File: src/logic/deser_pkg.sv
// lane count, word width, slip and history widths, bit-order and endian constants
// shared vector types for the deserializer
package deser_pkg;

	//--------------------------------------------------------------------------
	// sizes
	//--------------------------------------------------------------------------
	localparam int CHANNEL_NUM = 4;                 // serial lanes
	localparam int DESER_WIDTH = 6;                 // bits per lane word, 2 to 8
	localparam int SLIP_W      = 3;                 // offset 0 .. DESER_WIDTH-1
	localparam int HIST_W      = 2*DESER_WIDTH - 1; // newest word plus worst slip

	//--------------------------------------------------------------------------
	// ordering options
	//--------------------------------------------------------------------------
	// where the earliest received bit of a word lands
	typedef enum logic {
		FIRST_MSB, // earliest bit in the top position
		FIRST_LSB  // earliest bit in bit 0
	} first_bit_e;

	// where channel 0 lands in the packed output
	typedef enum logic {
		END_LITTLE, // ch0 in the lowest slice
		END_BIG     // ch0 in the highest slice
	} endian_e;

	localparam first_bit_e SER_FIRST_BIT = FIRST_LSB;
	localparam endian_e    END_STYLE     = END_LITTLE;

	//--------------------------------------------------------------------------
	// vector types
	//--------------------------------------------------------------------------
	typedef logic [DESER_WIDTH-1:0]             lane_word_t;  // one lane word
	typedef logic [CHANNEL_NUM-1:0]             chan_vec_t;   // one bit per lane
	typedef logic [SLIP_W-1:0]                  slip_t;       // slip offset
	typedef logic [CHANNEL_NUM*DESER_WIDTH-1:0] deser_word_t; // all lanes packed

endpackage

File: src/logic/deser_lane.sv
// one serial lane: bit history, bitslip offset counter, word window
// and first-bit ordering of the recovered lane word
module deser_lane (
	input  logic                  clk_io,     // serial bit clock
	input  logic                  rst_n,      // sync reset, active low
	input  logic                  serial_bit, // one bit per rising edge
	input  logic                  slip,       // one-cycle bitslip pulse
	output deser_pkg::lane_word_t lane_word   // current word, ordered
);

	// bits sampled on earlier edges, newest in bit 0
	logic [deser_pkg::HIST_W-2:0] hist_q;
	// full history seen by the window, bit 0 is this edge's input
	logic [deser_pkg::HIST_W-1:0] hist;
	// history moved down by the slip offset
	logic [deser_pkg::HIST_W-1:0] hist_shift;
	// word boundary, counts slips
	deser_pkg::slip_t             offset_q;
	// raw window, earliest bit at the top
	deser_pkg::lane_word_t        window;

	//--------------------------------------------------------------------------
	// bit history
	//--------------------------------------------------------------------------
	// the current input joins combinationally so a strobe on this edge
	// already sees the bit being sampled now
	assign hist = {hist_q, serial_bit};

	always_ff @(posedge clk_io) begin
		if (!rst_n) begin
			hist_q <= '0;
		end else begin
			hist_q <= hist[deser_pkg::HIST_W-2:0]; // oldest bit falls off
		end
	end

	//--------------------------------------------------------------------------
	// slip offset
	//--------------------------------------------------------------------------
	// each slip moves the boundary one bit earlier (older bits)
	// after DESER_WIDTH slips the word lines up where it started
	always_ff @(posedge clk_io) begin
		if (!rst_n) begin
			offset_q <= '0;
		end else if (slip) begin
			if (offset_q == deser_pkg::slip_t'(deser_pkg::DESER_WIDTH - 1)) begin
				offset_q <= '0;                               // wrap
			end else begin
				offset_q <= offset_q + deser_pkg::slip_t'(1); // one bit back
			end
		end
	end

	//--------------------------------------------------------------------------
	// window extraction
	//--------------------------------------------------------------------------
	// offset 0 -> newest DESER_WIDTH bits
	// offset n -> same span, n bits further into the past
	// top offset reaches hist[HIST_W-1], the oldest bit kept
	assign hist_shift = hist >> offset_q;
	assign window     = hist_shift[deser_pkg::DESER_WIDTH-1:0];

	//--------------------------------------------------------------------------
	// bit ordering
	//--------------------------------------------------------------------------
	// window[DESER_WIDTH-1] holds the earliest bit of the word,
	// window[0] the latest
	generate
		if (deser_pkg::SER_FIRST_BIT == deser_pkg::FIRST_LSB) begin : g_lsb_first
			// earliest bit goes to bit 0, so flip the window end for end
			always_comb begin
				for (int b = 0; b < deser_pkg::DESER_WIDTH; b++) begin
					lane_word[b] = window[deser_pkg::DESER_WIDTH-1-b];
				end
			end
		end else begin : g_msb_first
			// earliest bit already sits at the top
			assign lane_word = window;
		end
	endgenerate

	// e.g. 6 bits, offset 0, bits arriving t0..t5 = 0 1 0 1 0 1
	//   window    = {t0,t1,t2,t3,t4,t5} = 6'b010101
	//   LSB first -> lane_word = {t5,t4,t3,t2,t1,t0} = 6'b101010
	//   MSB first -> lane_word = 6'b010101

endmodule

File: src/logic/deser_word_out.sv
// strobe-gated output register: packs the lane words by channel endianness
// and raises a one-cycle data_valid per new word
module deser_word_out (
	input  logic                   clk_io,                              // serial bit clock
	input  logic                   rst_n,                               // sync reset, active low
	input  logic                   strobe,                              // closes a word
	input  deser_pkg::lane_word_t  lane_words [deser_pkg::CHANNEL_NUM], // per lane
	output deser_pkg::deser_word_t data_recover,                        // packed word
	output logic                   data_valid                           // new-word pulse
);

	// lane words placed in their output slices, ahead of the register
	deser_pkg::deser_word_t packed_word;

	//--------------------------------------------------------------------------
	// channel packing
	//--------------------------------------------------------------------------
	// LITTLE : {ch3, ch2, ch1, ch0}, ch0 in the low slice
	// BIG    : {ch0, ch1, ch2, ch3}, ch0 in the high slice
	// bit order inside each slice is untouched here, the lane already did it
	always_comb begin
		packed_word = '0;
		for (int ch = 0; ch < deser_pkg::CHANNEL_NUM; ch++) begin
			if (deser_pkg::END_STYLE == deser_pkg::END_LITTLE) begin
				packed_word[ch*deser_pkg::DESER_WIDTH +: deser_pkg::DESER_WIDTH] =
					lane_words[ch];
			end else begin
				packed_word[ch*deser_pkg::DESER_WIDTH +: deser_pkg::DESER_WIDTH] =
					lane_words[deser_pkg::CHANNEL_NUM-1-ch]; // mirrored
			end
		end
	end

	//--------------------------------------------------------------------------
	// output register
	//--------------------------------------------------------------------------
	// strobe on edge k loads the words as they stand at edge k,
	// valid follows one cycle later and lasts one cycle
	always_ff @(posedge clk_io) begin
		if (!rst_n) begin
			data_recover <= '0;
			data_valid   <= 1'b0;
		end else begin
			data_valid <= strobe; // fixed one-cycle latency
			if (strobe) begin
				data_recover <= packed_word; // overwrite, no back-pressure
			end
		end
	end

	// between strobes data_recover just holds, valid stays low

endmodule

File: src/logic/deser_data.sv
// top level of the multi-channel deserializer:
// one lane per serial input and the shared output stage
module deser_data (
	input  logic                   clk_io,       // serial bit clock
	input  logic                   rst_n,        // sync reset, active low
	input  deser_pkg::chan_vec_t   data_in,      // one serial bit per lane
	input  logic                   serdesstrobe, // word boundary pulse
	input  deser_pkg::chan_vec_t   bitslip,      // per-lane slip pulse
	output deser_pkg::deser_word_t data_recover, // packed recovered word
	output logic                   data_valid    // one cycle after each strobe
);

	// combinational word of each lane, into the output stage
	deser_pkg::lane_word_t lane_word [deser_pkg::CHANNEL_NUM];

	//--------------------------------------------------------------------------
	// lanes
	//--------------------------------------------------------------------------
	// lanes shift every cycle and never see the strobe,
	// only the output stage decides when a word is taken
	generate
		for (genvar i = 0; i < deser_pkg::CHANNEL_NUM; i++) begin : lane
			deser_lane u_lane (
				.clk_io     (clk_io),
				.rst_n      (rst_n),
				.serial_bit (data_in[i]),
				.slip       (bitslip[i]), // own slip, lanes align independently
				.lane_word  (lane_word[i])
			);
		end
	endgenerate

	//--------------------------------------------------------------------------
	// output stage
	//--------------------------------------------------------------------------
	deser_word_out word_out (
		.clk_io       (clk_io),
		.rst_n        (rst_n),
		.strobe       (serdesstrobe),
		.lane_words   (lane_word),
		.data_recover (data_recover),
		.data_valid   (data_valid)
	);

endmodule

File: config.mk
export PLATFORM = sky130hd
export DESIGN_NAME = deser_data
export DESIGN_NICKNAME = d
export VERILOG_FILES = /design/src/logic/deser_pkg.sv /design/src/logic/deser_lane.sv /design/src/logic/deser_word_out.sv /design/src/logic/deser_data.sv
export SDC_FILE = /design/constraint.sdc
export NUM_CORES = 1
export LEC_CHECK = 0
export BUFFER_PORTS_ARGS = -buffer_cell sky130_fd_sc_hd__buf_2
export CORE_ASPECT_RATIO = 1.25
export CORE_MARGIN = 4
export CORE_UTILIZATION = 58
export DETAILED_ROUTE_END_ITERATION = 12
export PLACE_DENSITY = 0.79
export RECOVER_POWER = 25
export SLEW_MARGIN = 30
export SYNTH_ARGS = -nofsm -noshare
export SYNTH_HDL_FRONTEND = slang
export SYNTH_SLANG_ARGS = --single-unit
File: constraint.sdc
create_clock -name clk_io -period 1.5 [get_ports clk_io]
set_input_delay 0.375 -clock clk_io [delete_from_list [all_inputs] [get_ports clk_io]]
set_output_delay 0.375 -clock clk_io [all_outputs]
set_load 0.1 [all_outputs]
==> After elaboration in Yosys (flattened, before gate mapping) <==
Cells that the tools add are included.
{ "word_totals": {"register_bits": 77, "input_bits": 11} }
{ "classes": {"addsub": 4, "n_eq_ne": 4, "n_shift": 4, "n_mux": 4} }
{ "ops": {"columns": ["operator", "n"], "rows": [
  ["11-bit by 3-bit right shift with 6-bit output", 4],
  ["3-bit by 1-bit adder with 3-bit output (second input constant)", 4],
  ["3-bit equality test (second input constant)", 4],
  ["3-bit 2-to-1 mux", 4]
]} }

==> Longest topological paths before layout <==
{ "logic_depth": {"word_depth": 2, "mapped_depth": 5, "depth_no_buf": 3} }

==> Modules after synthesis <==
From an unflattened synthesis, not the netlist that was laid out.
{ "hier_totals": {"hier_cells": 355, "area_unflattened_um2": 3608.5} }
{ "by_module_without_submodules": {"columns": ["module", "n_inst", "cells_per_inst", "area_each_um2", "seq_area_each_um2"], "rows": [
  ["deser_lane", 4, 69, 663.1, 260.2],
  ["deser_word_out", 1, 79, 955.9, 500.5]
]} }

==> Least setup slack after synthesis <==
No wires, ideal clock.
{ "synth_timing": {"path_kind": "reg2reg", "startpoint": "register lane[0].u_lane.offset_q[0]", "endpoint": "register word_out.data_recover[1]", "setup_time_ps": 120, "arrival_ps": 1279, "slack_ps": 101, "stages_incl_launch_ff": 5, "path_buffers": 1, "path_cell_list": "dfxtp_1 > buf_6 > mux4_2 > and2_0 > o221a_1"} }
{ "synth_between": {"elab_chain_len": 1} }
{ "synth_lines": {"columns": ["item", "line_no", "text"], "rows": [
  ["start: declaration", "deser_lane.sv:18", "deser_pkg::slip_t offset_q;"],
  ["start signal: assignment", "deser_lane.sv:49", "offset_q <= offset_q + deser_pkg::slip_t'(1);"],
  ["11-bit by 3-bit right shift with 6-bit output", "deser_lane.sv:60", "assign hist_shift = hist >> offset_q;"],
  ["end signal: assignment", "deser_word_out.sv:46", "data_recover <= packed_word;"],
  ["end: declaration", "deser_word_out.sv:8", "output deser_pkg::deser_word_t data_recover,"]
]} }
Every way passes these cells.
A chain may end at the register's enable or synchronous reset.

==> Final worst setup path <==
{ "layout_timing": {"startpoint": "register word_out.data_valid", "endpoint": "output port data_valid"} }
{ "layout_rtl": {"columns": ["item", "line_no", "text"], "rows": [
  ["start: declaration", "deser_word_out.sv:9", "output logic data_valid"],
  ["start signal: assignment", "deser_word_out.sv:44", "data_valid <= strobe;"],
  ["end: declaration", "deser_data.sv:10", "output logic data_valid"]
]} }
No word-level cell between the ends.

==> summary.md <==
| Metric | Value |
|---|---|
| CTS Root Cell | `clkbuf_8` |
| Global-route wire length before repair | `12.4 mm` |
| Die area | `7400 sq um` |
| Worst-path clk slew | `0.09 ns` |
| Post-route ant nets | `0` |
| Initial Util | `0.602` |
| Pre-antenna DRT Iters | `5` |
| Max Clock Skew | `0.0132 ns` |
| DP Cell Count | `453` |
| Worst-Margin Slew | `0.484 ns` |
| Critical Path End Type | `output pin` |
| Cell Pwr Density | `1160 nW/um^2` |
| Critical path fanouts, max | `1` |
| Finished Layout Cells | `474` |
| Adder-Cell Fraction of Synth Area | `0` |
| Crit share post-route | `0.970` |
| Via count | `2724` |
| Dpl hpwl | `5.11 mm` |
| Peak VDD IR | `970 uV` |
| Mux share of post-synthesis cell area | `0.168` |
| Initial antenna violation count | `0` |
| CP Class | `reg -> out` |
| Layout cell share with drive strength beyond 1 | `0.253` |
| Max_cap viols | `0` |
| Post-route cell area | `4130 sq um` |
| Hold Slack | `0.232 ns` |
| Final #Nets | `398` |
| Status | `complete, no violations` |
| Unrepaired setup endpoints after global routing | `yes` |
| CTS tree | `done` |
| Pleak | `1.65 nW` |
| Slew Viols, Final | `0` |
| Sequential area share after synthesis | `0.437` |
| Cells along the critical path | `buf_2` |
| Vias per inst | `5.75` |
| Largest family of logic cells by synthesized area | `simple AND/OR/NAND/NOR gates` |
| Diode count | `0` |
| Design Power | `4.79 mW` |
| Critical path endpoint | `data_valid` |
| Die height | `95.2 um` |
| Post-DP Area | `3770 sq um` |
| Synth Instances | `347` |
| H-tree levels | `3` |
| Rows | `31` |
| GP Congestion | `0.877` |
| Count of cell types in the netlist | `41` |
| Clock sink count | `77` |
| Largest net degree at the start of global routing | `35` |
| Cells on worst reg2reg path | `4` |
| Cts hold-fix bufs | `0` |
| Top delay family on crit path | `buffers and inverters` |
| Global Route Usage Sum | `0.214` |
| CP startpoint kind | `flop` |
| IO buf count | `35` |
| Peak per-stage delay on the critical path | `0.41 ns` |
| Clock latency on the worst-skew pair | `0.36 ns` |
| Die width | `77.7 um` |
| # DRC | `0` |
| Tmin final | `1.45 ns` |
| I/O pins | `36` |
| Grt ovf | `0` |
| WP buf/inv | `1` |
| Vias in the first global route | `2684` |
| Final setup margin | `0.0453 ns` |
| WP data required | `1.12 ns` |
| CP arrival | `1.08 ns` |
| Simple-Gate Fraction of Synth Area | `0.187` |
| Post-synthesis xor/xnor area fraction | `0.00994` |
| Post-Route WL | `7.49 mm` |
| Setup slack at placement | `-0.0959 ns` |
| Compound-Gate Fraction of Synth Area | `0.148` |
| Crit-path slowest cell | `buf_2` |
| Drt wl/cell | `15.8 um` |
| Synthesized area | `3530 sq um` |
| Final Hold Fails | `0` |
| CTS buffer count | `9` |
| Terminus of the critical flop-to-flop path | `word_out.data_recover[13]` |
| Reg2reg setup slack | `0.05 ns` |
| Stages on worst setup path | `1` |
| Warnings, synthesis | `0` |
| Fmax | `687 MHz` |
| Hold WC Path Type | `in -> reg` |
| Seq cells post-synth | `77` |
| Post-layout util | `0.706` |
| Clock Path Buffers | `2` |
| Min-delay src | `data_in[0]` |
| CP startpoint | `word_out.data_valid` |
| DRT iter0 DRCs | `176` |
| Average cell area after synthesis | `10.2 sq um` |
| Final setup vio count | `0` |
| Setup TNS | `0 ns` |
| Area growth syn-to-layout | `17.2%` |
| Slew Limit Headroom | `0.680` |
| Core Area | `5860 sq um` |
| Syn_nets | `358` |
| Startpoint of the worst-slack reg-to-reg timing path | `lane[2].u_lane.offset_q[0]` |
-- what timing repair did --
action,in CTS,in global routing
buffers inserted,0,4
pin swaps,1,2
endpoints found under the setup margin,29,14
cloned,0,1
gates resized for setup,23,12
-- how the worst min path moves through the flow --
stage,end,slack (ns),cells past startpoint
after floorplan,lane[0].u_lane.hist_q[3],0.44,1
after global placement,word_out.data_recover[11],0.43,2
after detailed placement,word_out.data_recover[5],0.43,2
after CTS,lane[0].u_lane.hist_q[0],0.22,2
after global routing,lane[0].u_lane.hist_q[0],0.23,2
final,lane[0].u_lane.hist_q[0],0.23,2
-- cell usage in the layout, fill, tap and decap left out, drive strengths merged, types with 5 or more instances in the layout --
| master | count |
|---|---|
| nor2 | 10 |
| o21a | 6 |
| clkbuf | 15 |
| and2 | 50 |
| mux4 | 8 |
| mux2i | 21 |
| o21ai | 17 |
| dfxtp | 77 |
| a31oi | 9 |
| inv | 6 |
| nor2b | 15 |
| buf | 50 |
| mux2 | 17 |
| nand2b | 9 |
| nand2 | 16 |
| a22oi | 5 |
| a21oi | 5 |
-- report_power, final --
group,switching [mW],internal (mW)
registers,0.0807,2.13
clock network,0.803,0.955
logic,0.533,0.292
-- cells in the mapped netlist (all sizes together) --
| cell type | number | area, sq um |
|---|---|---|
| and2b | 4 | 30.0 |
| nor2b | 15 | 93.8 |
| o2bb2ai | 2 | 17.5 |
| dfxtp | 77 | 1540 |
| a2111oi | 4 | 35.0 |
| clkbuf | 14 | 52.6 |
| a21boi | 2 | 15.0 |
| mux2i | 21 | 210 |
| nor2 | 10 | 37.5 |
| xor2 | 4 | 35.0 |
| and2 | 50 | 313 |
| a2bb2oi | 2 | 17.5 |
| nand2 | 16 | 60.1 |
| nor3 | 4 | 20.0 |
| a22oi | 5 | 37.5 |
| o22a | 2 | 17.5 |
| o221ai | 2 | 17.5 |
| nand4b | 2 | 17.5 |
| or2 | 2 | 12.5 |
| o221a | 2 | 22.5 |
| a32o | 1 | 10.0 |
| a222oi | 4 | 40.0 |
| inv | 5 | 18.8 |
| o31ai | 2 | 15.0 |
| a21oi | 5 | 25.0 |
| o41ai | 4 | 35.0 |
| o31a | 2 | 17.5 |
| buf | 12 | 103 |
| mux4 | 8 | 188 |
| a31oi | 9 | 56.3 |
| o22ai | 2 | 12.5 |
| mux2 | 17 | 195 |
| o21a | 6 | 45.0 |
| nand2b | 9 | 56.3 |
| o21ai | 17 | 85.1 |
| nand3 | 4 | 20.0 |
-- sequential cells by signal (all words and copies together) (netlist names) --
signal / cells
lane.u_lane.hist_q: 40
word_out.data_valid: 1
lane.u_lane.offset_q: 12
word_out.data_recover: 24
-- area by class of cell --
cell class	count	area, sq um
tap	82	103
clock buffer	10	128
inverter	5	18.8
multi-input combinational	239	1830
clock inverter	6	96.3
sequential	77	1550
fill	453	1720
timing repair buffer	55	412
-- routing by layer --
metal,global-route usage,vias up,share of wire
li1,-,1322,-
met1,0.257,1306,0.44
met2,0.356,76,0.49
met3,0.0463,20,0.044
met4,0.117,0,0.029
met5,0,-,0
-- logic make-up (layout without fill, tap and decap cells) --
family | after synthesis | in the layout
AOI/OAI and AO/OA | 73 | 73
xor gates and xnor gates | 4 | 4
and+or+nand+nor | 116 | 116
buffers and inverters | 31 | 76
muxes | 46 | 46
DFF | 77 | 77
(Power assumes the default switching activity.)
